### config.mk
export PLATFORM = sky130hd
export DESIGN_NAME = reg_file
export DESIGN_NICKNAME = d
export VERILOG_FILES = /design/src/logic/rv_pkg.sv /design/src/logic/reg_file.sv
export SDC_FILE = /design/constraint.sdc
export NUM_CORES = 2
export LEC_CHECK = 0
export BUFFER_PORTS_ARGS = -buffer_cell sky130_fd_sc_hd__buf_4
export CORE_AREA = 3 3 310 617
export DETAILED_ROUTE_END_ITERATION = 7
export DIE_AREA = 0 0 313 620
export GPL_TIMING_DRIVEN = 1
export HOLD_SLACK_MARGIN = 0.06
export PLACE_DENSITY_LB_ADDON = 0.3
export REMOVE_ABC_BUFFERS = 1
export SETUP_SLACK_MARGIN = 0.05
export SLEW_MARGIN = 30
export SYNTH_ARGS = -nofsm -noshare
export SYNTH_HDL_FRONTEND = slang
export SYNTH_SLANG_ARGS = --single-unit
### constraint.sdc
create_clock -name clk -period 2.1 [get_ports clk]
set_input_delay 0.21 -clock clk [delete_from_list [all_inputs] [get_ports clk]]
set_output_delay 0.21 -clock clk [all_outputs]
set_load 0.02 [all_outputs]
### src/logic/rv_pkg.sv
package rv_pkg;

  localparam int xlen = 32;

  typedef logic [xlen-1:0] word_t;
  typedef logic [4:0] reg_idx_t;

  typedef enum logic [6:0] {
    op_load    = 7'b00_000_11,
    op_store   = 7'b01_000_11,
    op_branch  = 7'b11_000_11,
    op_jalr    = 7'b11_001_11,
    op_jal     = 7'b11_011_11,
    op_reg_imm = 7'b00_100_11,
    op_reg_reg = 7'b01_100_11,
    op_environ = 7'b11_100_11,
    op_auipc   = 7'b00_101_11,
    op_lui     = 7'b01_101_11
  } opcode_e;

  typedef struct packed {
    logic [6:0] funct7;
    reg_idx_t   rs2;
    reg_idx_t   rs1;
    logic [2:0] funct3;
    reg_idx_t   rd;
    opcode_e    opcode;
  } r_fmt_t;

  typedef struct packed {
    logic [11:0] imm;
    reg_idx_t    rs1;
    logic [2:0]  funct3;
    reg_idx_t    rd;
    opcode_e     opcode;
  } i_fmt_t;

  typedef struct packed {
    logic [6:0] imm_hi;
    reg_idx_t   rs2;
    reg_idx_t   rs1;
    logic [2:0] funct3;
    logic [4:0] imm_lo;
    opcode_e    opcode;
  } s_fmt_t;

  typedef struct packed {
    logic       imm_12;
    logic [5:0] imm_10_5;
    reg_idx_t   rs2;
    reg_idx_t   rs1;
    logic [2:0] funct3;
    logic [3:0] imm_4_1;
    logic       imm_11;
    opcode_e    opcode;
  } b_fmt_t;

  typedef struct packed {
    logic [19:0] imm;
    reg_idx_t    rd;
    opcode_e     opcode;
  } u_fmt_t;

  typedef struct packed {
    logic       imm_20;
    logic [9:0] imm_10_1;
    logic       imm_11;
    logic [7:0] imm_19_12;
    reg_idx_t   rd;
    opcode_e    opcode;
  } j_fmt_t;

  // one instruction word, six ways to read it
  typedef union packed {
    r_fmt_t r_fmt;
    i_fmt_t i_fmt;
    s_fmt_t s_fmt;
    b_fmt_t b_fmt;
    u_fmt_t u_fmt;
    j_fmt_t j_fmt;
  } insn_u;

  typedef enum logic [3:0] {
    alu_add,
    alu_sub,
    alu_sll,
    alu_slt,
    alu_sltu,
    alu_xor,
    alu_srl,
    alu_sra,
    alu_or,
    alu_and,
    alu_pass_b
  } alu_op_e;

  typedef struct packed {
    alu_op_e    alu_op;
    logic       src_b_imm;
    logic       src_a_pc;
    logic       reg_we;
    logic       is_load;
    logic       is_store;
    logic       is_branch;
    logic       is_jal;
    logic       is_jalr;
    logic       is_halt;
    logic [1:0] mem_size;
    // zero-extend on loads, inverted condition on branches
    logic       load_unsigned;
  } ctrl_t;

  typedef enum logic [1:0] {
    ph_fetch,
    ph_exec,
    ph_load
  } phase_e;

endpackage

### src/logic/reg_file.sv
module reg_file (
  input  logic             clk,
  input  logic             rst,
  input  rv_pkg::reg_idx_t rs1,
  input  rv_pkg::reg_idx_t rs2,
  input  rv_pkg::reg_idx_t rd,
  input  logic             we,
  input  rv_pkg::word_t    rd_data,
  output rv_pkg::word_t    rs1_data,
  output rv_pkg::word_t    rs2_data
);
  import rv_pkg::*;

  word_t regs [32];

  assign rs1_data = regs[rs1];
  assign rs2_data = regs[rs2];

  always_ff @(posedge clk) begin
    if (rst) begin
      for (int i = 0; i < 32; i++) begin
        regs[i] <= '0;
      end
    end else if (we && rd != '0) begin
      regs[rd] <= rd_data;
    end
  end

  // x0 keeps its reset value for good
  x0_zero_a: assert property (@(posedge clk) disable iff (rst)
    rs1 == '0 |-> rs1_data == '0);
endmodule

# Word-level counts from Yosys, hierarchy flattened
# Memories as Yosys holds them, arrays and structs flattened.
# Index checks and enable logic that the tools add are counted.
# totals
register_bits	0
mem_count	1
wordCells	12
ram_bits	1024
out_inout_bits	64
in_bits	50
# classes
n_reduce_logical	3
n_mux	8
# mem_list
name	words	width	read_ports	rd_clocked_by_memory_dff	write_ports	line_no	rtl
regs	32	32	2	0	32	reg_file.sv:14	word_t regs [32];
# op_table
op	count
$mux 32	1
$reduce_or 32->1	1
$mux 1	6
$mux 5	1
$reduce_bool 5->1	1
$logic_and 1x1->1	1

# Logic depth before layout (Yosys ltp)
# depth
depth_word	7
mapped_depth	8
depth_no_buf	5

# Worst setup path before layout
# OpenSTA, ideal clock, no wires.
# synth_path
path_type	input to register
start	input port rst
end	memory regs[12][0] (netlist bit) (enable)
t_arrival_ns	1.443
path_buffers	1
slack_ns	0.282
setup_time_ns	0.375
required_time_ns	1.725
stages	5
cell_sequence	nand2b_1 -> or3_1 -> buf_6 -> nor2_4 -> or2_2
# synth_rtl
element	line_no	rtl
from (decl)	reg_file.sv:3	input logic rst,
to (decl)	reg_file.sv:14	

==> flow_summary.ini <==
[finish]
finish.utilization_pct = 37.0
regArea_um2 = 30700
top_regs = regs x1024
largest_reg_flops = 1024
drive_gt1_share_pct = 19.4
layout_common_cells = 1024 x edfxtp_1, 1013 x mux2i_1, 992 x and2_1, 333 x buf_4, 194 x nand2_1
nets = 4952
multi_input_area_um2 = 24800
max_flop_register = regs
layout_commonest_cell = edfxtp_1
areaGrowthSynthToFinish_pct = 23.6
fillerInstances = 18100

[worst_setup_path]
slowest_stage = edfxtp_1
end_kind = primary output
worst-setup-path-type = reg2out
cpMostUsedCell = buf_6
cp-startpoint = regs[0][7]$_SDFFCE_PN0P_
worstPathArrival_ns = 2.33
crit_fanout = 2
path_depth = 8
crit_buf_inv = 3
worstPathCellList = mux2i_2 -> a22o_1 -> nor3_2 -> a31oi_1 -> buf_4 -> nand3_2 -> buf_6 -> buf_6
max_stage_delay_ns = 0.42
crit_path_end = rs2_data[7]
startpoint_type = register
critPathTopFamily = buffers and inverters
cp_data_required_time_ns = 1.89

[floorplanning]
fp-row-count = 224
ios = 114
start_util_pct = 29.9
die_w_um = 313
die_h_um = 620
dieArea_um2 = 194000
coreArea_um2 = 187000

[detailed_routing]
drc = 0
drt-initial-drc-count = 3556
wl_per_cell_um = 30.8
vias_per_cell = 5.43
ant_nets = 0
vias = 40600
dr.pass1.iters = 5
routed_wl_mm = 230

[sta]
timing.fmax_mhz = 394
worstMarginPinSlew_ns = 0.647
slew_headroom_pct = 56.9
drv_slew = 0
final_hold_viol_count = 0
grt_setup_unrepaired = yes
timing.final.ws_setup_ns = -0.438
finalSetupViolCount = 64
fin_crit_ns = 2.54
tns_ns = -17.93
fin_crit_sh_pct = 121

[placement]
dp_hpwl_mm = 152
io_buffers = 113
place.gp.congestion = 0.902

[logic_synthesis]
synth-seq-cells = 1024
synthCells = 4605
synth_mux_area_share_pct = 18.3
synth_compound_area_share_pct = 7.02
syn_avg_cell_area_um2 = 12.1
synth_edf_count = 1024
async_flop_share_pct = 0
synth_top_family_by_area = multiplexers
synth_simple_gate_area_share_pct = 15.7
synthDistinctLibCells = 29
synth_ff_type = edfxtp_1
synth_xor_area_share_pct = 0
synth_fa_ha_area_share_pct = 0
ys.warnings.count = 0
synth-seq-area-share_pct = 55.0
netlist_area_um2 = 55900

[global_route]
grt_pass1_vias = 42600
grt.overflow.total = 0
top_usage_layer = met2
gr-usage-met3_pct = 3.39
met1_usage_pct = 24.2
grt_use_met2_pct = 42.0
grt_usage_pct = 23.1
antenna_found_initial = 12
grt_pass1_wl_mm = 319
grt_max_degree = 64

[clock_network]
cts_num_sinks = 1024
root_buffer = clkbuf_16
clk_path_buf_depth = 3
h-tree-depth = 3
cts_tree = built
cts_buffers = 97
clk_pin_slew_ns = 0.06

[power_and_ir_drop]
power_density_nw_per_um2 = 740
ir_drop_uv = 536
p_leak_nw = 26.9

[min_path]
hp-class = in2reg
min_from = rst

[flow_run]
drv_cap = 0

[status]
violations = negative setup slack
status = complete, but fails checks
[synth_stat cells (9+ instances only)]
library cell	count	share of area (%)
nor2_1	21	0.14
or2_2	33	0.37
clkbuf_2	9	0.081
nand2_1	196	1.3
buf_4	63	0.85
edfxtp_1	1024	55
buf_2	113	1.0
nor3_1	64	0.57
clkbuf_1	218	1.5
a22oi_1	192	2.6
buf_1	24	0.16
nand3_1	193	1.7
a21oi_1	192	1.7
a22o_1	128	2.0
and2_1	994	11
a31oi_1	64	0.72
mux2i_1	1024	18
buf_6	12	0.24
[per-stage QoR]
step	hold WS (ns)	area, um2	worst slack (ns)	cells	power, mW
6_report	0.0919	69100	-0.438	7474	51.1
5_1_grt	0.0920	69100	-0.511	7471	52.5
4_1_cts	0.0629	68800	-0.493	7473	51.2
3_5_place_dp	0.755	63600	-0.603	7270	32.0
3_3_place_gp	0.744	63600	-0.614	7270	31.9
2_1_floorplan	0.322	53800	-3.34	4190	27.5
[final cells by class]
| cell class | count | area share [%] |
|---|---|---|
| tap | 2486 | 4.50 |
| multi-input combinational | 3166 | 35.9 |
| clock buffer | 115 | 3.64 |
| timing repair buffer | 613 | 10.3 |
| clock inverter | 66 | 1.10 |
| antenna | 4 | 0.0145 |
| sequential | 1024 | 44.5 |
[report_power, final]
group          internal (mW)  switching, mW
registers               23.6          0.630
logic                   3.26           4.88
clock network           10.4           8.41
total                   37.2           13.9
[cell families (layout without fill, tap and decap cells)]
group,after synthesis,count (layout)
other cells,1,36
compound gates,576,576
simple gates,1534,1534
mux,1024,1024
flops,1024,1024
buf+inv,446,794
[worst min-delay path by stage]
stage	end	cells after the start	slack (ns)
global placement	regs[12][28]$_SDFFCE_PN0P_	2	0.74
finish	regs[0][25]$_SDFFCE_PN0P_	2	0.09
global route	regs[5][30]$_SDFFCE_PN0P_	2	0.09
CTS	regs[7][30]$_SDFFCE_PN0P_	2	0.06
detailed placement	regs[14][28]$_SDFFCE_PN0P_	2	0.75
floorplan	regs[0][0]$_SDFFCE_PN0P_	0	0.32
[layer usage]
layer | wire length (um) | share of wire, % | up-vias
li1 | - | - | 17400
met1 | 79600 | 35 | 20700
met2 | 118000 | 51 | 1766
met3 | 12800 | 5.6 | 706
met4 | 19200 | 8.3 | 6
met5 | 67 | 0.029 | -
[timing repair]
action,CTS,global route
pin swaps,87,79
hold buffers,30,0
cloned,2,2
hold endpoints to repair,802,0
setup endpoints to repair,64,64
buffers inserted,6,6
gates resized for setup,287,58
Note: power is estimated with default switching activity, not from simulation.
