--- src/logic/rv_pkg.sv ---
package rv_pkg;

  localparam int xlen = 32;

  typedef logic [xlen-1:0] word_t;
  typedef logic [4:0] reg_idx_t;

  typedef enum logic [6:0] {
    op_load    = 7'b00_000_11,
    op_store   = 7'b01_000_11,
    op_branch  = 7'b11_000_11,
    op_jalr    = 7'b11_001_11,
    op_jal     = 7'b11_011_11,
    op_reg_imm = 7'b00_100_11,
    op_reg_reg = 7'b01_100_11,
    op_environ = 7'b11_100_11,
    op_auipc   = 7'b00_101_11,
    op_lui     = 7'b01_101_11
  } opcode_e;

  typedef struct packed {
    logic [6:0] funct7;
    reg_idx_t   rs2;
    reg_idx_t   rs1;
    logic [2:0] funct3;
    reg_idx_t   rd;
    opcode_e    opcode;
  } r_fmt_t;

  typedef struct packed {
    logic [11:0] imm;
    reg_idx_t    rs1;
    logic [2:0]  funct3;
    reg_idx_t    rd;
    opcode_e     opcode;
  } i_fmt_t;

  typedef struct packed {
    logic [6:0] imm_hi;
    reg_idx_t   rs2;
    reg_idx_t   rs1;
    logic [2:0] funct3;
    logic [4:0] imm_lo;
    opcode_e    opcode;
  } s_fmt_t;

  typedef struct packed {
    logic       imm_12;
    logic [5:0] imm_10_5;
    reg_idx_t   rs2;
    reg_idx_t   rs1;
    logic [2:0] funct3;
    logic [3:0] imm_4_1;
    logic       imm_11;
    opcode_e    opcode;
  } b_fmt_t;

  typedef struct packed {
    logic [19:0] imm;
    reg_idx_t    rd;
    opcode_e     opcode;
  } u_fmt_t;

  typedef struct packed {
    logic       imm_20;
    logic [9:0] imm_10_1;
    logic       imm_11;
    logic [7:0] imm_19_12;
    reg_idx_t   rd;
    opcode_e    opcode;
  } j_fmt_t;

  // one instruction word, six ways to read it
  typedef union packed {
    r_fmt_t r_fmt;
    i_fmt_t i_fmt;
    s_fmt_t s_fmt;
    b_fmt_t b_fmt;
    u_fmt_t u_fmt;
    j_fmt_t j_fmt;
  } insn_u;

  typedef enum logic [3:0] {
    alu_add,
    alu_sub,
    alu_sll,
    alu_slt,
    alu_sltu,
    alu_xor,
    alu_srl,
    alu_sra,
    alu_or,
    alu_and,
    alu_pass_b
  } alu_op_e;

  typedef struct packed {
    alu_op_e    alu_op;
    logic       src_b_imm;
    logic       src_a_pc;
    logic       reg_we;
    logic       is_load;
    logic       is_store;
    logic       is_branch;
    logic       is_jal;
    logic       is_jalr;
    logic       is_halt;
    logic [1:0] mem_size;
    // zero-extend on loads, inverted condition on branches
    logic       load_unsigned;
  } ctrl_t;

  typedef enum logic [1:0] {
    ph_fetch,
    ph_exec,
    ph_load
  } phase_e;

endpackage

--- src/logic/dmem_if.sv ---
interface dmem_if;
  import rv_pkg::*;

  // word index, not a byte address
  word_t      addr;
  word_t      wdata;
  logic [3:0] be;
  logic       re;
  word_t      rdata;

  modport lsu (
    output addr, wdata, be, re,
    input  rdata
  );

  modport ram (
    input  addr, wdata, be, re,
    output rdata
  );
endinterface

--- src/logic/load_store_unit.sv ---
module load_store_unit (
  input  logic           clk,
  input  rv_pkg::phase_e phase,
  input  rv_pkg::ctrl_t  ctrl,
  input  rv_pkg::word_t  mem_addr,
  input  rv_pkg::word_t  store_data,
  input  rv_pkg::word_t  exec_result,
  output rv_pkg::word_t  rd_data,
  output logic           rd_we,
  dmem_if.lsu            dmem
);
  import rv_pkg::*;

  logic       in_exec;
  logic [1:0] ld_off;
  logic [1:0] ld_size;
  word_t      shifted;
  word_t      load_val;
  logic [3:0] size_mask;

  assign in_exec = phase == ph_exec;

  assign dmem.addr = {2'b00, mem_addr[xlen-1:2]};
  assign dmem.re   = in_exec && ctrl.is_load;

  // byte lanes replicated so every offset sees its data
  assign dmem.wdata = (ctrl.mem_size == 2'd0) ? {4{store_data[7:0]}} :
                      (ctrl.mem_size == 2'd1) ? {2{store_data[15:0]}} : store_data;
  assign size_mask  = (ctrl.mem_size == 2'd0) ? 4'b0001 :
                      (ctrl.mem_size == 2'd1) ? 4'b0011 : 4'b1111;
  assign dmem.be    = (in_exec && ctrl.is_store) ? size_mask << mem_addr[1:0] : 4'b0000;

  // rdata arrives in the load phase, keep where to find it
  always_ff @(posedge clk) begin
    if (in_exec) begin
      ld_off  <= mem_addr[1:0];
      ld_size <= ctrl.mem_size;
    end
  end

  assign shifted = dmem.rdata >> {ld_off, 3'b000};

  always_comb begin
    case (ld_size)
      2'd0:    load_val = {{24{shifted[7] && !ctrl.load_unsigned}}, shifted[7:0]};
      2'd1:    load_val = {{16{shifted[15] && !ctrl.load_unsigned}}, shifted[15:0]};
      default: load_val = shifted;
    endcase
  end

  assign rd_data = (phase == ph_load) ? load_val : exec_result;
  assign rd_we   = ctrl.reg_we && ((in_exec && !ctrl.is_load) || phase == ph_load);

  mem_aligned_a: assert property (@(posedge clk)
    (in_exec && (ctrl.is_load || ctrl.is_store)) |->
      (ctrl.mem_size == 2'd0 || (ctrl.mem_size == 2'd1 && !mem_addr[0]) ||
       mem_addr[1:0] == 2'b00));
endmodule

--- src/flat_wrapper.sv ---
// flat-port wrapper written by rule: the top's interface ports become plain ports
module load_store_unit_flat import rv_pkg::*;
  (clk, phase, ctrl, mem_addr, store_data, exec_result, rd_data, rd_we, dmem_addr, dmem_wdata, dmem_be, dmem_re, dmem_rdata);
  dmem_if dmem_i ();
  input  logic clk;
  input  rv_pkg::phase_e phase;
  input  rv_pkg::ctrl_t ctrl;
  input  rv_pkg::word_t mem_addr;
  input  rv_pkg::word_t store_data;
  input  rv_pkg::word_t exec_result;
  output rv_pkg::word_t rd_data;
  output logic rd_we;
  output wire logic [$bits(dmem_i.addr)-1:0] dmem_addr;
  output wire logic [$bits(dmem_i.wdata)-1:0] dmem_wdata;
  output wire logic [$bits(dmem_i.be)-1:0] dmem_be;
  output wire logic [$bits(dmem_i.re)-1:0] dmem_re;
  input wire logic [$bits(dmem_i.rdata)-1:0] dmem_rdata;
  assign dmem_addr = dmem_i.addr;
  assign dmem_wdata = dmem_i.wdata;
  assign dmem_be = dmem_i.be;
  assign dmem_re = dmem_i.re;
  assign dmem_i.rdata = dmem_rdata;
  load_store_unit u_core (.clk(clk), .phase(phase), .ctrl(ctrl), .mem_addr(mem_addr), .store_data(store_data), .exec_result(exec_result), .rd_data(rd_data), .rd_we(rd_we), .dmem(dmem_i));
endmodule
--- config.mk ---
export PLATFORM = sky130hd
export DESIGN_NAME = load_store_unit_flat
export DESIGN_NICKNAME = d
export VERILOG_FILES = /design/src/logic/rv_pkg.sv /design/src/logic/dmem_if.sv /design/src/logic/load_store_unit.sv /design/src/flat_wrapper.sv
export SDC_FILE = /design/constraint.sdc
export NUM_CORES = 1
export LEC_CHECK = 0
export BUFFER_PORTS_ARGS = -buffer_cell sky130_fd_sc_hd__clkbuf_2
export CAP_MARGIN = 40
export CORE_AREA = 4 4 93 95
export CTS_CLUSTER_SIZE = 12
export DETAILED_ROUTE_END_ITERATION = 8
export DIE_AREA = 0 0 97 99
export SYNTH_ARGS = -nofsm -noshare
export SYNTH_HDL_FRONTEND = slang
export SYNTH_SLANG_ARGS = --single-unit
--- constraint.sdc ---
create_clock -name clk -period 2.38 [get_ports clk]
set_clock_uncertainty 0.05 [all_clocks]
set_input_delay 0.476 -clock clk [delete_from_list [all_inputs] [get_ports clk]]
set_output_delay 0.476 -clock clk [all_outputs]
set_load 0.05 [all_outputs]
---- Word level (Yosys, flattened, before mapping) ----
Cells that the tools add are included.
storage, ports and cells
  register bits after elaboration ......... 4
  input bits .............................. 147
  output and inout port bits .............. 102
  logic and storage cells ................. 26
operators by class
  eq/ne operators ......................... 4
  shifts and indexed selects .............. 2
  muxes and demuxes ....................... 7
  reduce and logical (&&, ||, !) cells .... 11
operators with widths
  operator                                        count
  2-to-1 mux 32 bit                               3
  case mux 32 bit (2 select lines)                1
  >> shifter 32 x 5 -> 32 bit                     1
  2-to-1 mux 4 bit                                3
  == test 2 x 1 -> 1 bit (second input constant)  3
  logical AND 1 bit                               6
  logical NOT 2 bit                               2
  left shift 4 x 2 -> 4 bit                       1
  == test 2 bit (second input constant)           1
  logical NOT 1 bit                               2
  logical OR 1 bit                                1

---- Depth between registers and ports, before layout ----
Gate-level depths: netlist of the first run.
  depth in word-level cells ............... 5
  depth in mapped cells ................... 6
  mapped depth without buffers ............ 4

---- Worst setup path before layout of the first run ----
OpenSTA, ideal clock, no wires.
  path kind ............................... input -> output
  from .................................... input ctrl[2] (netlist bit)
  to ...................................... output dmem_be[2]
  arrival ................................. 2.361 ns
  slack ................................... -0.507 ns
  cell stages on the path ................. 4
  path through ............................ clkbuf_1 > clkbuf_1 > nor2_1 > a221oi_1
between the ends
  cells in the longest elaborated chain, start to end .. 5
RTL lines
  what                           line                   RTL
  from (decl)                    flat_wrapper.sv:7      input rv_pkg::ctrl_t ctrl;
  == test 2 x 1 -> 1 bit         load_store_unit.sv:30  (ctrl.mem_size == 2'd1) ? 4'b0011 : 4'b1111;
  2-to-1 mux 4 bit               load_store_unit.sv:30
  2-to-1 mux 4 bit (*)           load_store_unit.sv:29  assign size_mask = (ctrl.mem_size == 2'd0) ? 4'b0001 :
  left shift 4 x 2 -> 4 bit (*)  load_store_unit.sv:31  assign dmem.be = (in_exec && ctrl.is_store) ? size_mask << mem_addr[1:0] : 4'b0000;
  2-to-1 mux 4 bit (*)           load_store_unit.sv:31
  to (decl)                      flat_wrapper.sv:15     output wire logic [$bits(dmem_i.be)-1:0] dmem_be;
Mark *: on every way between the ends. The rest lies on a longest branch, timed or not.

---- Worst setup path after layout of the first run ----
  from .................................... register u_core.ld_off[1]
  to ...................................... output rd_data[11]
between the ends
  cells in the longest elaborated chain, start to end .. 4
RTL lines
  what                                  line                   RTL
  from (decl)                           load_store_unit.sv:15  logic [1:0] ld_off;
  from (signal assigned)                load_store_unit.sv:36  ld_off <= mem_addr[1:0];
  >> shifter 32 x 5 -> 32 bit (*)       load_store_unit.sv:41  assign shifted = dmem.rdata >> {ld_off, 3'b000};
  logical AND 1 bit                     load_store_unit.sv:45  2'd0: load_val = {{24{shifted[7] && !ctrl.load_unsigned}}, shifted[7:0]};
  case mux 32 bit (2 select lines) (*)  load_store_unit.sv:44  case (ld_size)
  2-to-1 mux 32 bit (*)                 load_store_unit.sv:51  assign rd_data = (phase == ph_load) ? load_val : exec_result;
  to (decl)                             flat_wrapper.sv:11     output rv_pkg::word_t rd_data;
Marked as above.

==> results of run 1 <==
[worst max-delay path: stages (launching register included)]
cell	delay, ps
edfxtp_1	430
buf_4	180
mux2i_1	120
mux2_4	290
o31a_4	380
a21oi_2	210
buf_12	160
[registers in the layout (all words and copies together), names as in the netlist]
register and flops:
u_core.ld_off 2, u_core.ld_size 2
[final cells by class]
cell class | instances | area [um^2] | share of cell area [%]
Timing Repair Buffer | 195 | 1470 | 47.0
Multi-Input combinational cell | 178 | 1370 | 43.8
Sequential cell | 4 | 120 | 3.85
Tap cell | 102 | 128 | 4.09
Clock buffer | 3 | 41.3 | 1.32
[per-stage QoR]
step	power, mW	hold slack (ps)
2_1_floorplan	0.795	525
3_3_place_gp	0.993	680
3_5_place_dp	0.998	680
4_1_cts	1.18	458
5_1_grt	1.27	464
6_report	1.21	460
[where the power goes]
group	switching, mW	total, mW	internal (mW)
combinational	0.587	0.982	0.395
sequential	0.00483	0.0886	0.0838
clock	0.0330	0.141	0.108
[metal layers]
layer / vias up / track usage, % / wire [um] / part of all wire, %
met3: 24 / 4.46 / 624 / 8.0
met1: 1039 / 17.1 / 3060 / 39
met2: 99 / 26.2 / 4000 / 51
li1: 1105 / - / - / -
met4: 4 / 4.10 / 101 / 1.3
met5: - / 0 / 27 / 0.35
[cells in the final DEF, fill, tap and decap left out, types with 7 or more instances in the layout]
cell      netlist  final
o21ai_1         0     19
buf_12          0     20
a221o_2         0      8
mux2i_1        25     25
nand2_1        19     19
clkbuf_2        0    143
buf_4          40     17
mux2_2         25     24
nor2_1         26     26
buf_8           0     14
and2_1          8      8
a21oi_1        15      7
a221o_1        16      8
[worst max-delay path by stage]
stage | cells after the start | start | to
after CTS | 5 | u_core.ld_off[1]$_DFFE_PN_ | rd_data[13]
after detailed placement | 5 | dmem_rdata[31] | rd_data[28]
after floorplan | 5 | u_core.ld_off[1]$_DFFE_PN_ | rd_data[10]
final | 6 | u_core.ld_off[1]$_DFFE_PN_ | rd_data[11]
after global routing | 6 | u_core.ld_off[1]$_DFFE_PN_ | rd_data[13]
after global placement | 5 | dmem_rdata[31] | rd_data[30]
[cells in the mapped netlist, types with 2 or more instances]
library cell,instances
buf_4,40
nor2_1,26
mux2_2,25
mux2i_1,25
o21ai_0,23
nand2_1,19
a221o_1,16
a21oi_1,15
clkbuf_1,10
and2_1,8
buf_2,4
edfxtp_1,4
nor2b_1,4
buf_1,2
buf_6,2
nand2b_1,2
nor3_1,2
[what timing repair did]
item,in CTS,in global routing
hold buffers,0,0
endpoints found under the setup margin,24,26
buffers inserted,0,1
pin swaps,0,2
gates resized for setup,30,31
[logic make-up (layout without fill, tap and decap cells)]
group	after synthesis	count (layout)	share of synthesized area (%)
AND/OR/NAND/NOR	64	64	16.5
AO/OA/AOI/OAI	61	61	23.5
buffers and inverters	58	198	21.8
multiplexers	51	51	31.2
flip-flops	4	4	6.76
other	1	2	0.211
==> impl_metrics.csv, run 1 <==
group,metric,value,unit
outcome,status,"complete, but fails checks",
outcome,violations,"setup timing",
cts,cts_buffers,3,
hold_path,hold_path_class,"in -> reg",
timing,period_needed,2510,ps
synthesis,ys_top_cells_by_area,"buf_4 (17%), mux2_2 (16%), mux2i_1 (14%)",
timing,tns,-2560,ps
worst_setup_path,required,1850,ps
final_layout,final_cell_count_no_fill,482,
drt,wire_per_inst,16.2,um
hold_path,hold_path_end,"u_core.ld_size[1]$_DFFE_PN_",
pwr,total_leakage_power,1.58,nW
final_layout,area_delta_synth_final,75.6,%
place,port_buffers,176,
worst_setup_path,start_kind,"flip-flop",
timing,fin_crit_sh,106,%
worst_setup_path,criticalPathCategory,"reg -> out",
hold_path,whs_path_depth,1,
synthesis,ys_ff_latch,4,
synthesis,syn_avg_cell_area,7.43,um^2
worst_setup_path,critPathMaxFanout,8,
final_layout,fin_nets,529,
pwr,power_density,388,mW/mm^2
synthesis,synth_top_area_share,16.9,%
die,fp-row-count,32,
cts,clk_path_buf_depth,2,
drt,drt-pass1-iter-count,4,
synthesis,yosysUniqueCellTypes,29,
final_layout,final_area,0.00312,mm^2
synthesis,syn_inst,239,
synthesis,yosysWarnings,0,
drt,avgViaCountPerCell,4.71,
drt,dr_total_vias,2271,
timing,report.final.setup_viol,24,
drt,antenna_left,0,
die,die_width,97,um
drt,drc,0,
cts,htree_num_levels,1,
synthesis,seq_area_frac_synth,6.76,%
timing,rsz0062_at_grt,"true",
cts,clk_pin_slew,30,ps
synthesis,yosys.area.top_type,"buf_4",
final_layout,antenna_cells,0,
final_layout,drive_above_1_share,64.7,%
timing,drv_slew,0,
final_layout,n_fill_cell,767,
synthesis,synth_ff_type,"edfxtp_1",
place,dpl.hpwl,6560,um
cts,cts.sinks,4,
final_layout,final_util,40.4,%
die,start_util,23.0,%
global_routing,grt_max_degree,28,
place,dpl_cell_area,0.00286,mm^2
global_routing,grt_pass1_vias,2338,
global_routing,overflow,0,
flow_run,cap_violations,0,
place,pre_cts_slack,-95.6,ps
global_routing,grt_pass1_wl,11800,um
place,dp.cells,478,
synthesis,ys_async_sr_fraction,0,%
cts,cts_tree,"built",
timing,worst_slack,-131,ps
drt,wirelength,7810,um
die,ios,249,
synthesis,synth_edf_count,4,
place,place.gp.congestion,0.815,
worst_setup_path,worst_setup_path_end_kind,"output pin",
timing,max_freq,398,MHz
pwr,vdd_drop_max,208,uV
timing,hold_violations,0,
cts,root_buffer,"clkbuf_8",
die,die_h,99,um
drt,initialDrtViolationCount,56,
die,dieArea,0.00960,mm^2
worst_setup_path,critPathArrivalTime,1980,ps
die,coreArea,0.00773,mm^2
hold_path,min_from,"ctrl[2]",
global_routing,antenna_found_initial,2,
global_routing,grt_usage,14.7,%
synthesis,syn_area,0.00178,mm^2
(Power assumes the default switching activity.)
==> inputs of run 2 (changes only) <==
- PLACE_DENSITY: default -> 0.65
==> impl_metrics.csv, run 2 (synthesis gave the netlist of run 1 again) <==
group,metric,value,unit
global_routing,grt_usage,15.1,%
worst_setup_path,worst_setup_path_end_kind,"output pin",
die,die_width,97,um
timing,max_freq,389,MHz
die,coreArea,0.00773,mm^2
worst_setup_path,critPathArrivalTime,2040,ps
cts,clk_pin_slew,30,ps
cts,clk_path_buf_depth,2,
worst_setup_path,worst-path-buf-inv,3,
outcome,violations,"setup timing",
global_routing,grt_pass1_vias,2444,
worst_setup_path,timing.critical_path.cells,"buf_6 > mux2i_1 > mux2_4 > o31a_4 > a21oi_2 > buf_4 > buf_12",
pwr,p_seq_share,7.5,%
flow_run,cap_violations,0,
place,place.gp.congestion,0.840,
drt,wl_met2,3950,um
place,dpl.hpwl,6530,um
drt,wl_met1,3050,um
pwr,total_power,1.19,mW
pwr,switching_share,52.1,%
drt,drt-pass1-iter-count,4,
worst_setup_path,criticalPathCategory,"reg -> out",
die,die_h,99,um
worst_setup_path,slowest_stage,"edfxtp_1",
drt,avgViaCountPerCell,4.74,
die,start_util,23.0,%
timing,rsz0062_at_grt,"true",
drt,drc,0,
cts,cts_tree,"built",
final_layout,regArea,120,um^2
drt,dr_wl_met3,628,um
final_layout,final_util,39.9,%
cts,cts_buffers,3,
pwr,internal_power,0.569,mW
final_layout,n_fill_cell,782,
drt,antenna_left,0,
final_layout,antenna_cells,0,
outcome,status,"complete, but fails checks",
worst_setup_path,start_kind,"flip-flop",
drt,wire_per_inst,16.0,um
final_layout,layout_common_cells,"clkbuf_2 (145), nor2_1 (26), mux2i_1 (25)",
pwr,power_density,385,mW/mm^2
worst_setup_path,required,1850,ps
worst_setup_path,path_depth,7,
worst_setup_path,critical-path-max-stage-delay,450,ps
timing,hold_violations,0,
place,port_buffers,176,
final_layout,multi_input_area,0.00136,mm^2
die,ios,249,
final_layout,fin_nets,534,
timing,fin_crit_sh,108,%
worst_setup_path,crit_family,"compound AO/OA/AOI/OAI gates",
global_routing,grt_max_degree,28,
final_layout,final_common_cell,"clkbuf_2",
worst_setup_path,critPathMaxFanout,8,
global_routing,overflow,0,
final_layout,reg_top3,"u_core.ld_off x2, u_core.ld_size x2",
timing,drv_slew,0,
final_layout,drive_above_1_share,66.0,%
drt,top_layer,"met5",
pwr,p_clk_share,11.8,%
pwr,vdd_drop_max,200,uV
hold_path,whs_path_depth,1,
cts,htree_num_levels,1,
pwr,power.net_switching,0.619,mW
drt,wirelength,7810,um
cts,root_buffer,"clkbuf_8",
pwr,p_comb_share,80.7,%
timing,report.final.setup_viol,25,
drt,dr_total_vias,2307,
hold_path,hold_path_class,"in -> reg",
timing,hold_ws,469,ps
cts,cts.sinks,4,
global_routing,antenna_found_initial,2,
final_layout,area_delta_synth_final,73.7,%
timing,tns,-3390,ps
die,fp-row-count,32,
drt,initialDrtViolationCount,93,
global_routing,grt_pass1_wl,12200,um
pwr,total_leakage_power,1.58,nW
timing,period_needed,2570,ps
timing,worst_slack,-188,ps
die,dieArea,0.00960,mm^2
-- run 2: cell count changes in the layout (fill, tap and decap cells not counted) --
| cell | change |
|---|---|
| a21oi_2 | +5 |
| clkbuf_8 | +13 |
| o21ai_1 | -4 |
| a21oi_1 | -2 |
| o21ai_4 | +1 |
| buf_6 | +1 |
| a21oi_4 | -3 |
| buf_8 | -8 |
| buf_12 | -7 |
| clkbuf_2 | +2 |
| buf_4 | +4 |
| o21ai_0 | +3 |
-- run 2: stage by stage --
stage               area (um^2)  setup WS, ps  std cells
CTS                        3050          -179        486
detailed placement         2760         -91.8        479
floorplan                  1800          -188        240
global placement           2760         -75.1        479
finish                     3090          -188        487
global route               3090          -258        487
-- run 2: timing repair --
item / in CTS / in global routing
buffers inserted: 4 / 1
endpoints found under the hold margin: 0 / 0
endpoints found under the setup margin: 24 / 27
pin swaps: 3 / 2
resized for setup: 52 / 10
hold buffers: 0 / 0
-- run 2: area by class of cell --
| class | count | area share (%) |
|---|---|---|
| multi-input combinational | 178 | 44.1 |
| clock buffer | 3 | 1.34 |
| timing repair buffer | 200 | 46.5 |
| tap | 102 | 4.13 |
| sequential | 4 | 3.89 |
-- run 2: per-layer routing --
| layer | global-route usage [%] | up-vias |
|---|---|---|
| met5 | 0 | - |
| met4 | 4.54 | 4 |
| met3 | 3.61 | 26 |
| met2 | 28.2 | 109 |
| met1 | 17.0 | 1047 |
| li1 | - | 1121 |
-- run 2: final timing paths --
| path | from | to | slack (ps) |
|---|---|---|---|
| max | u_core.ld_off[1]$_DFFE_PN_ | rd_data[8] | -190 |
| min | ctrl[2] | u_core.ld_size[1]$_DFFE_PN_ | 470 |
-- run 2: power by group through the flow --
stage	registers [mW]	logic (mW)	clock network [mW]
finish	0.0890	0.959	0.140
global route	0.0896	1.01	0.151
CTS	0.0890	0.943	0.143
detailed placement	0.0900	0.870	0
global placement	0.0896	0.861	0
floorplan	0.0864	0.709	0
