<file path="src/logic/rv_pkg.sv">
package rv_pkg;

  localparam int xlen = 32;

  typedef logic [xlen-1:0] word_t;
  typedef logic [4:0] reg_idx_t;

  typedef enum logic [6:0] {
    op_load    = 7'b00_000_11,
    op_store   = 7'b01_000_11,
    op_branch  = 7'b11_000_11,
    op_jalr    = 7'b11_001_11,
    op_jal     = 7'b11_011_11,
    op_reg_imm = 7'b00_100_11,
    op_reg_reg = 7'b01_100_11,
    op_environ = 7'b11_100_11,
    op_auipc   = 7'b00_101_11,
    op_lui     = 7'b01_101_11
  } opcode_e;

  typedef struct packed {
    logic [6:0] funct7;
    reg_idx_t   rs2;
    reg_idx_t   rs1;
    logic [2:0] funct3;
    reg_idx_t   rd;
    opcode_e    opcode;
  } r_fmt_t;

  typedef struct packed {
    logic [11:0] imm;
    reg_idx_t    rs1;
    logic [2:0]  funct3;
    reg_idx_t    rd;
    opcode_e     opcode;
  } i_fmt_t;

  typedef struct packed {
    logic [6:0] imm_hi;
    reg_idx_t   rs2;
    reg_idx_t   rs1;
    logic [2:0] funct3;
    logic [4:0] imm_lo;
    opcode_e    opcode;
  } s_fmt_t;

  typedef struct packed {
    logic       imm_12;
    logic [5:0] imm_10_5;
    reg_idx_t   rs2;
    reg_idx_t   rs1;
    logic [2:0] funct3;
    logic [3:0] imm_4_1;
    logic       imm_11;
    opcode_e    opcode;
  } b_fmt_t;

  typedef struct packed {
    logic [19:0] imm;
    reg_idx_t    rd;
    opcode_e     opcode;
  } u_fmt_t;

  typedef struct packed {
    logic       imm_20;
    logic [9:0] imm_10_1;
    logic       imm_11;
    logic [7:0] imm_19_12;
    reg_idx_t   rd;
    opcode_e    opcode;
  } j_fmt_t;

  // one instruction word, six ways to read it
  typedef union packed {
    r_fmt_t r_fmt;
    i_fmt_t i_fmt;
    s_fmt_t s_fmt;
    b_fmt_t b_fmt;
    u_fmt_t u_fmt;
    j_fmt_t j_fmt;
  } insn_u;

  typedef enum logic [3:0] {
    alu_add,
    alu_sub,
    alu_sll,
    alu_slt,
    alu_sltu,
    alu_xor,
    alu_srl,
    alu_sra,
    alu_or,
    alu_and,
    alu_pass_b
  } alu_op_e;

  typedef struct packed {
    alu_op_e    alu_op;
    logic       src_b_imm;
    logic       src_a_pc;
    logic       reg_we;
    logic       is_load;
    logic       is_store;
    logic       is_branch;
    logic       is_jal;
    logic       is_jalr;
    logic       is_halt;
    logic [1:0] mem_size;
    // zero-extend on loads, inverted condition on branches
    logic       load_unsigned;
  } ctrl_t;

  typedef enum logic [1:0] {
    ph_fetch,
    ph_exec,
    ph_load
  } phase_e;

endpackage

</file>
<file path="src/logic/decoder.sv">
module decoder (
  input  rv_pkg::insn_u    insn,
  output rv_pkg::reg_idx_t rs1,
  output rv_pkg::reg_idx_t rs2,
  output rv_pkg::reg_idx_t rd,
  output rv_pkg::word_t    imm,
  output rv_pkg::ctrl_t    ctrl
);
  import rv_pkg::*;

  opcode_e    opcode;
  logic [2:0] funct3;
  logic [6:0] funct7;
  logic       imm_ok;
  logic       reg_ok;

  function automatic alu_op_e alu_of(input logic [2:0] f3, input logic alt);
    case (f3)
      3'b000:  return alt ? alu_sub : alu_add;
      3'b001:  return alu_sll;
      3'b010:  return alu_slt;
      3'b011:  return alu_sltu;
      3'b100:  return alu_xor;
      3'b101:  return alt ? alu_sra : alu_srl;
      3'b110:  return alu_or;
      default: return alu_and;
    endcase
  endfunction

  assign opcode = insn.r_fmt.opcode;
  assign funct3 = insn.r_fmt.funct3;
  assign funct7 = insn.r_fmt.funct7;
  assign rs1    = insn.r_fmt.rs1;
  assign rs2    = insn.r_fmt.rs2;
  assign rd     = insn.r_fmt.rd;

  // only the shifts put anything in the upper immediate bits
  assign imm_ok = (funct3 == 3'b001) ? funct7 == 7'd0 :
                  (funct3 == 3'b101) ? (funct7 == 7'd0 || funct7 == 7'b0100000) : 1'b1;
  assign reg_ok = funct7 == 7'd0 ||
                  (funct7 == 7'b0100000 && (funct3 == 3'b000 || funct3 == 3'b101));

  always_comb begin
    case (opcode)
      op_load, op_jalr, op_reg_imm: imm = {{20{insn.i_fmt.imm[11]}}, insn.i_fmt.imm};
      op_store: imm = {{20{insn.s_fmt.imm_hi[6]}}, insn.s_fmt.imm_hi, insn.s_fmt.imm_lo};
      op_branch: imm = {{19{insn.b_fmt.imm_12}}, insn.b_fmt.imm_12, insn.b_fmt.imm_11,
                        insn.b_fmt.imm_10_5, insn.b_fmt.imm_4_1, 1'b0};
      op_lui, op_auipc: imm = {insn.u_fmt.imm, 12'b0};
      op_jal: imm = {{11{insn.j_fmt.imm_20}}, insn.j_fmt.imm_20, insn.j_fmt.imm_19_12,
                     insn.j_fmt.imm_11, insn.j_fmt.imm_10_1, 1'b0};
      default: imm = '0;
    endcase
  end

  always_comb begin
    ctrl = '0;
    case (opcode)
      op_lui: begin
        ctrl.alu_op    = alu_pass_b;
        ctrl.src_b_imm = 1'b1;
        ctrl.reg_we    = 1'b1;
      end
      op_auipc: begin
        ctrl.src_a_pc  = 1'b1;
        ctrl.src_b_imm = 1'b1;
        ctrl.reg_we    = 1'b1;
      end
      op_jal: begin
        ctrl.is_jal = 1'b1;
        ctrl.reg_we = 1'b1;
      end
      op_jalr: begin
        ctrl.is_jalr = funct3 == 3'b000;
        ctrl.reg_we  = funct3 == 3'b000;
      end
      op_branch: begin
        // eq/ne by subtraction, the rest by set-less-than
        if (funct3[2:1] != 2'b01) begin
          ctrl.is_branch     = 1'b1;
          ctrl.alu_op        = !funct3[2] ? alu_sub : (funct3[1] ? alu_sltu : alu_slt);
          ctrl.load_unsigned = funct3[0];
        end
      end
      op_load: begin
        if (funct3[1:0] != 2'b11 && funct3 != 3'b110) begin
          ctrl.is_load       = 1'b1;
          ctrl.reg_we        = 1'b1;
          ctrl.mem_size      = funct3[1:0];
          ctrl.load_unsigned = funct3[2];
        end
      end
      op_store: begin
        if (!funct3[2] && funct3[1:0] != 2'b11) begin
          ctrl.is_store = 1'b1;
          ctrl.mem_size = funct3[1:0];
        end
      end
      op_reg_imm: begin
        if (imm_ok) begin
          ctrl.alu_op    = alu_of(funct3, funct7[5] && funct3 == 3'b101);
          ctrl.src_b_imm = 1'b1;
          ctrl.reg_we    = 1'b1;
        end
      end
      op_reg_reg: begin
        if (reg_ok) begin
          ctrl.alu_op = alu_of(funct3, funct7[5]);
          ctrl.reg_we = 1'b1;
        end
      end
      op_environ: begin
        // ecall is the all-zero environment word
        ctrl.is_halt = insn.i_fmt.imm == '0 && rs1 == '0 && funct3 == '0 && rd == '0;
      end
      default: ctrl = '0;
    endcase
  end
endmodule

</file>
<file path="config.mk">
export PLATFORM = sky130hd
export DESIGN_NAME = decoder
export DESIGN_NICKNAME = d
export VERILOG_FILES = /design/src/logic/rv_pkg.sv /design/src/logic/decoder.sv
export SDC_FILE = /design/constraint.sdc
export NUM_CORES = 1
export LEC_CHECK = 0
export ABC_AREA = 1
export BUFFER_PORTS_ARGS = -buffer_cell sky130_fd_sc_hd__buf_2
export CAP_MARGIN = 20
export CORE_MARGIN = 5
export CORE_UTILIZATION = 43
export DETAILED_ROUTE_END_ITERATION = 16
export PLACE_DENSITY = 0.91
export SLEW_MARGIN = 0
export SYNTH_ARGS = -nofsm -noshare
export SYNTH_HDL_FRONTEND = slang
export SYNTH_SLANG_ARGS = --single-unit
export TNS_END_PERCENT = 5
</file>
<file path="constraint.sdc">
create_clock -name vclk -period 4.3
set_input_delay 0.86 -clock vclk [all_inputs]
set_output_delay 0.86 -clock vclk [all_outputs]
set_load 0.005 [all_outputs]
</file>
* Yosys cells after proc, flatten, opt, wreduce, memory -nomap -nowiden
Cells that the tools add are included.
** Operators by class
- Equal/unequal tests :: 20
- Multiplexer cells :: 34
- Reductions and logical operators :: 19
** Operators by type and width (count)
- $pmux 32 s5 :: 1
- $pmux 4 s7 :: 2
- $eq 7x6->1 const B :: 4
- $eq 7x7->1 const B :: 4
- $mux 1 :: 18
- $pmux 4 s4 :: 1
- $eq 7x5->1 const B :: 2
- $logic_not 12->1 :: 1
- $mux 3 :: 4
- $logic_not 5->1 :: 2
- $eq 3x3->1 const B :: 3
- $eq 7x2->1 const B :: 1
- $logic_and 1x1->1 :: 7
- $logic_not 7->1 :: 1
- $eq 3x2->1 const B :: 2
- $reduce_or 3->1 :: 2
- $mux 5 :: 1
- $pmux 1 s5 :: 1
- $mux 2 :: 2
- $mux 4 :: 1
- $pmux 1 s2 :: 2
- $pmux 2 s2 :: 1
- $eq 3x1->1 const B :: 1
- $logic_not 3->1 :: 1
- 6 further kinds :: 8
** Storage, ports and cells
- Register bits :: 0
- Input port bits :: 32
- Output and inout bits :: 63
- Word-level logic and storage cells :: 73

* Logic depth before layout (Yosys ltp)
Gate-level depths: netlist (run 1).
- Word-level depth :: 6
- Gate-level depth with buffers :: 10
- Mapped depth without buffers :: 9

* Worst setup path after synthesis (run 1)
OpenSTA, ideal clock, no wires.
- Path kind :: input-to-output
- Start point :: input port insn[1] (netlist bit)
- End point :: output port imm[20]
- Arrival :: 1.772 ns
- Data required time :: 3.440 ns
- Setup slack :: 1.668 ns
- Stages :: 7
- Path buffers :: 1
- Path through :: nand2_1 -> nor3_4 -> nand2_1 -> nand3_2 -> nand2_2 -> buf_6 -> nand3_1
** Between the ends
- Cells in the longest elaborated chain, start to end :: 3
- Elaborated cells on any way between the ends :: 11
- Those cells by class :: eq/ne: 8; mux: 1; reduce/logical: 2
** Ends and longest elaborated chain
- from (decl) :: line decoder.sv:2 : input rv_pkg::insn_u insn,
- $eq 7x5->1 (tied with other cells) :: line decoder.sv:44 : case (opcode)
- $reduce_or 3->1 / $reduce_or 2->1 (equally long branches)
- $pmux 32 s5 * :: line decoder.sv:44
- to (decl) :: line decoder.sv:6 : output rv_pkg::word_t imm,
Mark *: on every way between the ends. The rest lies on a longest branch, timed or not.

* Worst setup path in the final report (run 1)
- Start point :: input port insn[1] (netlist bit)
- End point :: output port imm[14]
The elaborated chain is that of the path after synthesis.

==> flow_summary.ini, run 1 <==
[pwr]
clkPwrFrac_pct = 0
p_switching_mw = 0.04537
p_int_mw = 0.03032
p_per_area_nw_per_um2 = 53.16
p_seq_share_pct = 0
p_leak_nw = 1.055
pwr-share-comb_pct = 100.0
vdd_drop_max_uv = 30.97
sw_frac_of_total_pct = 59.94

[timing]
maxSlewHeadroom_pct = 66.08
max_freq_ghz = 0.3243
setup_tns_ns = 0
setup_slack_ns = 1.216
post-route-period-util_pct = 71.72
min_period_ns = 3.084
rsz0062_at_grt = false
finalHoldViolCount = 0
slew_viol_final = 0
tightest_slew_ns = 0.5054
setup_viol = 0
holdWs_ns = 1.917

[cells_and_area]
fillerInstances = 281
clock_buffers = 0
syn2layout_area_growth_pct = 35.48
layout.nets = 332
antenna_cells = 0
drive_gt1_share_pct = 36.24
seqCellArea_um2 = 0
seq_cell_count = 0

[logic_synthesis]
synth_most_common_cell = nand2_1
synthesis.nets = 255
yosys-top-cells-count = nand2_1, nand3_1, inv_1
synth_top_cell_by_area = nand2_1
synth_top_area_share_pct = 28.21
synth_area_leaders = nand2_1, nand3_1, buf_4
yosys_warnings = 0
synth_cell_type_count = 24
syn_area_um2 = 1051
yosysSeqAreaShare_pct = 0
syn_area_per_cell_um2 = 4.713
synthCells = 223

[clock_network]
cts_hold_buf = 0
cts_resized = 0
cts_setup_buffers = 0

[global_route]
grt_overflow = 0
grt_pass1_vias = 1350
grtUsageTotal_pct = 19.83
antenna_found_initial = 0
grt_max_degree = 14
grt_pass1_wl_mm = 5.796

[worst_hold_path]
hold_path.class = primary input to output port

[setup_path]
cp_slowest_stage_delay_ns = 0.44
path_cells = buf_2 > nand2_1 > nor2_1 > buf_4 > nand2_1 > nand3_2 > o21ai_1 > nand2_1 > buf_2
endpoint_kind = output port
critPathLaunchType = primary input
cp_num_buf_inv = 3
worst_ep_required_time_ns = 3.44
criticalPathCategory = primary input to output port
slowest_stage = o21ai_1
crit_path_max_fanout = 13
path_delay_family = simple AND/OR/NAND/NOR gates
worst_ep_arrival_time_ns = 2.22
cp_common_cell = nand2_1

[die]
rows = 18
start_util_pct = 43.61
die_h_um = 59.44
die_width_um = 59.44
ioPinCount = 95
coreArea_um2 = 2410
dieArea_um2 = 3533

[placed_design]
preCtsSetupSlack_ns = 1.229
dp_hpwl_mm = 3.229
globalplace.congestion = 0.8952
numPortBuffers = 95

[route]
wl_per_cell_um = 11.58
firstDrtPassIters = 4
ant_nets = 0
dr_total_vias = 1642
viasPerCell = 5.006
drtIter0Drc = 116
drt-total-wl_mm = 3.798
drc_errors = 0

[run]
maxCapViolCount = 0

[outcome]
status = finished, final reports clean
final cells by class:
cell class | instances | area (µm²) | share of cell area [%]
multi-input combinational | 171 | 783.3 | 55.01
timing repair buffer | 97 | 490.5 | 34.45
inverter | 30 | 112.6 | 7.909
tap | 30 | 37.54 | 2.636
power by group through the flow:
stage / Sequential (mW) / Clock, mW / Combinational, mW
2_1_floorplan: 0 / 0 / 0.0445
3_3_place_gp: 0 / 0 / 0.0744
3_5_place_dp: 0 / 0 / 0.0756
4_1_cts: 0 / 0 / 0.0758
5_1_grt: 0 / 0 / 0.0845
6_report: 0 / 0 / 0.0757
stage by stage:
| step | instances | cell area, µm² | util, % | total power, mW |
|---|---|---|---|---|
| 2_1_floorplan | 223 | 1051 | - | 0.04451 |
| 3_3_place_gp | 328 | 1424 | 59.09 | 0.07439 |
| 3_5_place_dp | 328 | 1424 | 59.09 | 0.07560 |
| 4_1_cts | 328 | 1424 | 59.09 | 0.07583 |
| 5_1_grt | 328 | 1424 | 59.09 | 0.08452 |
| 6_report | 328 | 1424 | 59.09 | 0.07570 |
cells by family after synthesis:
| kind of cell | share of synthesized area, % |
|---|---|
| AND/OR/NAND/NOR | 61.79 |
| buffers and inverters | 25.48 |
| AO/OA/AOI/OAI | 12.74 |
metal layers:
metal,GRT usage [%],wire length [µm]
met1,26.77,1502
met2,34.48,1846
met3,1.961,422
met4,2.589,27
met5,0,0
placed cells by master, fill, tap and decap left out:
cell and instances:
nand2_2 3, nor2_1 22, nor2_4 2, nor2_2 1, a21boi_0 2, nor3_4 1, buf_2 95, nand4_1 3
nand3_1 30, a21oi_1 8, inv_1 28, nor4_1 2, nor3_1 3, o21ai_2 1, inv_2 2, o21ai_0 10
nand2_1 79, buf_4 2, nand3_2 1, o21ai_1 1, o211ai_1 2
path summary, 6_finish.rpt:
path / slack, ns / endpoint / start / depth (start not counted)
min: 1.92 / rd[1] / insn[8] / 2
max: 1.22 / imm[14] / insn[1] / 9
No activity file was read; power rests on OpenSTA's default activity.
==> run 2, diff against run 1 <==
Settings changed: CORE_ASPECT_RATIO set to 2, CORE_UTILIZATION 43 to 36, PLACE_DENSITY 0.91 to 0.81.
Clock period 4.3 ns to 2.5 ns, I/O delays scaled along.
==> flow_summary.ini, run 2 (synthesis results as in run 1) <==
[timing]
max_freq_ghz = 0.4393
min_period_ns = 2.276
slew_viol_final = 0
maxSlewHeadroom_pct = 76.60
tightest_slew_ns = 0.3498
setup_viol = 0
finalHoldViolCount = 0
holdWs_ns = 1.202
post-route-period-util_pct = 91.05
rsz0062_at_grt = false
setup_tns_ns = 0

[pwr]
p_per_area_nw_per_um2 = 92.00
vdd_drop_max_uv = 37.29
p_leak_nw = 1.077

[global_route]
grt_overflow = 0
antenna_found_initial = 0
grtUsageTotal_pct = 20.29
grt_pass1_wl_mm = 6.748
grt_max_degree = 13
grt_pass1_vias = 1602

[placed_design]
numPortBuffers = 95
globalplace.congestion = 0.9235
dp_hpwl_mm = 3.577

[setup_path]
worst_ep_arrival_time_ns = 1.78
slowest_stage = nor2_4
path_delay_family = simple AND/OR/NAND/NOR gates
endpoint_kind = output port
cp_slowest_stage_delay_ns = 0.24
worst_ep_required_time_ns = 2.00
crit_path_max_fanout = 8
cp_num_buf_inv = 3
criticalPathCategory = primary input to output port
critPathLaunchType = primary input
path_cells = buf_2 > nand2_1 > nor3_4 > buf_4 > nand2_2 > nand2_1 > nor2_4 > nand2_2 > nand2_1 > nand2_1 > buf_2
cp_common_cell = nand2_1

[route]
drt-total-wl_mm = 4.122
dr_total_vias = 1626
firstDrtPassIters = 4
viasPerCell = 4.912
drc_errors = 0
ant_nets = 0
wl_per_cell_um = 12.45
drtIter0Drc = 21

[run]
maxCapViolCount = 0

[cells_and_area]
seq_cell_count = 0
final_common_cell = buf_2
drive_gt1_share_pct = 37.42
fillerInstances = 329
seqCellArea_um2 = 0
most-common-layout-cells = buf_2, nand2_1, nand3_1
antenna_cells = 0
clock_buffers = 0
layout.nets = 336
syn2layout_area_growth_pct = 38.45

[die]
coreArea_um2 = 2770
dieArea_um2 = 4165
ioPinCount = 95
die_width_um = 48.21
start_util_pct = 37.94
rows = 27
die_h_um = 86.41

[outcome]
status = finished, final reports clean

[worst_hold_path]
hold_path.class = primary input to output port
[run 2: changes by cell type in the layout (fill, tap and decap cells not counted), sizes merged]
cell / change
buf: +4
[run 2: path summary, 6_finish.rpt]
check / cells after the start / slack, ns / startpoint / endpoint
hold / removal: 2 / 1.20 / insn[18] / rs1[3]
setup / recovery: 11 / 0.22 / insn[1] / imm[2]
[run 2: repair_timing]
action,4_1_cts,5_1_grt
setup endpoints to repair,0,1
buffers inserted,0,3
gates resized for setup,0,1
hold buffers,0,0
[run 2: area by class of cell]
type	count	area (µm²)	area share [%]
tap	29	36.28	2.494
timing repair buffer	101	520.5	35.77
multi-input combinational	171	785.8	54.00
inverter	30	112.6	7.739
[run 2: per-stage QoR]
stage	worst slack [ns]	utilization, %	instances	power (mW)	cell area, µm²
6_report	0.2237	52.53	331	0.1339	1455
5_1_grt	0.04623	52.53	331	0.1515	1455
4_1_cts	0.1762	51.63	328	0.1324	1430
3_5_place_dp	0.1803	51.63	328	0.1321	1430
3_3_place_gp	0.2162	51.63	328	0.1307	1430
2_1_floorplan	0.5884	-	223	0.07656	1051
[run 2: power by group]
part	total [mW]	switching [mW]	internal, mW
Clock	0	0	0
Sequential	0	0	0
Combinational	0.134	0.0799	0.0540
[run 2: layer usage]
metal | part of all wire (%) | global-route usage (%) | up-vias
li1 | - | - | 854
met1 | 34 | 21.41 | 692
met2 | 56 | 39.88 | 68
met3 | 7.4 | 0.6237 | 12
met4 | 2.6 | 4.167 | 0
met5 | 0 | 0 | -
==> run 3, diff against run 2 <==
==> constraint.sdc (replaced) <==
create_clock -name vclk -period 2.5
set_input_delay 0.5 -clock vclk [all_inputs]
set_output_delay 0.5 -clock vclk [all_outputs]
set_load 0.01 [all_outputs]
==> flow_summary.ini, run 3 (synthesis results as in run 1) <==
[global_route]
grt_overflow = 0
antenna_found_initial = 0
grt_pass1_vias = 1492
grt_pass1_wl_mm = 6.216
grtUsageTotal_pct = 19.05
grt_max_degree = 13

[setup_path]
startpoint = insn[0]
criticalPathCategory = primary input to output port
endpoint = imm[29]
crit_path_max_fanout = 12
endpoint_kind = output port
worst_ep_required_time_ns = 2.00
critPathLaunchType = primary input
worst_ep_arrival_time_ns = 1.83

[timing]
slew_viol_final = 0
setup_viol = 0
setup_tns_ns = 0
min_period_ns = 2.327
maxSlewHeadroom_pct = 74.57
max_freq_ghz = 0.4297
finalHoldViolCount = 0
rsz0062_at_grt = false
tightest_slew_ns = 0.3801
post-route-period-util_pct = 93.09

[cells_and_area]
final_common_cell = buf_2
syn2layout_area_growth_pct = 36.07
seq_cell_count = 0
drive_gt1_share_pct = 36.45
multi_input_area_um2 = 783.3
seqCellArea_um2 = 0
fin_area_um2 = 1430
antenna_cells = 0
final_core_util_pct = 51.63
final_cells = 328
fillerInstances = 338
clock_buffers = 0
layout.nets = 333
most-common-layout-cells = buf_2, nand2_1, nand3_1

[placed_design]
numPortBuffers = 95
dp_hpwl_mm = 3.605
dpl.cell_count = 328
globalplace.congestion = 0.9321
placed_cell_area_um2 = 1430

[route]
ant_nets = 0
drtIter0Drc = 45
viasPerCell = 4.979
drt-total-wl_mm = 4.124
wl_per_cell_um = 12.57
dr_total_vias = 1633
drc_errors = 0
firstDrtPassIters = 4

[die]
rows = 27
ioPinCount = 95
coreArea_um2 = 2770
die_h_um = 86.41
die_width_um = 48.21
dieArea_um2 = 4165
start_util_pct = 37.94

[pwr]
p_per_area_nw_per_um2 = 99.54
power.total_mw = 0.1424
p_leak_nw = 1.060
vdd_drop_max_uv = 43.55

[clock_network]
cts_hold_buf = 0
cts_resized = 0
cts_setup_buffers = 0

[outcome]
status = finished, final reports clean

[run]
maxCapViolCount = 0

[worst_hold_path]
hold_path.class = primary input to output port
-- run 3: per-stage QoR --
step	worst slack [ns]	hold WS, ns
after floorplan	0.4928	1.084
after CTS	0.1792	1.217
after global placement	0.2082	1.218
after detailed placement	0.1830	1.217
after global routing	0.002355	1.232
final	0.1727	1.218
-- run 3: layout make-up --
cell class,count,share of cell area [%]
repair buffers,98,34.82
inverters,30,7.874
multi-input cells,171,54.77
well taps,29,2.537
-- run 3: report_power, final --
part / switching (mW) / internal, mW
clock network: 0 / 0
logic: 0.0894 / 0.0530
registers: 0 / 0
-- run 3: worst max-delay path, cell delays in order --
cell	delay, ns
buf_2	0.08
nand2_1	0.10
nor3_4	0.33
nand2_1	0.23
nand3_2	0.16
nand2_2	0.16
nand3_1	0.13
buf_2	0.13
-- run 3: how the worst min path moves through the flow --
stage | from | to | depth (start not counted)
3_5_place_dp | insn[23] | rs2[3] | 2
4_1_cts | insn[23] | rs2[3] | 2
3_3_place_gp | insn[23] | rs2[3] | 2
6_report | insn[23] | rs2[3] | 2
5_1_grt | insn[16] | rs1[1] | 2
2_1_floorplan | insn[26] | imm[6] | 2
-- run 3: layer usage --
metal / GRT usage [%] / wire [µm] / vias up
li1: - / - / 849
met1: 19.01 / 1369 / 706
met2: 38.33 / 2357 / 69
met3: 0.8316 / 308 / 9
met4: 3.922 / 87 / 0
met5: 0 / 0 / -
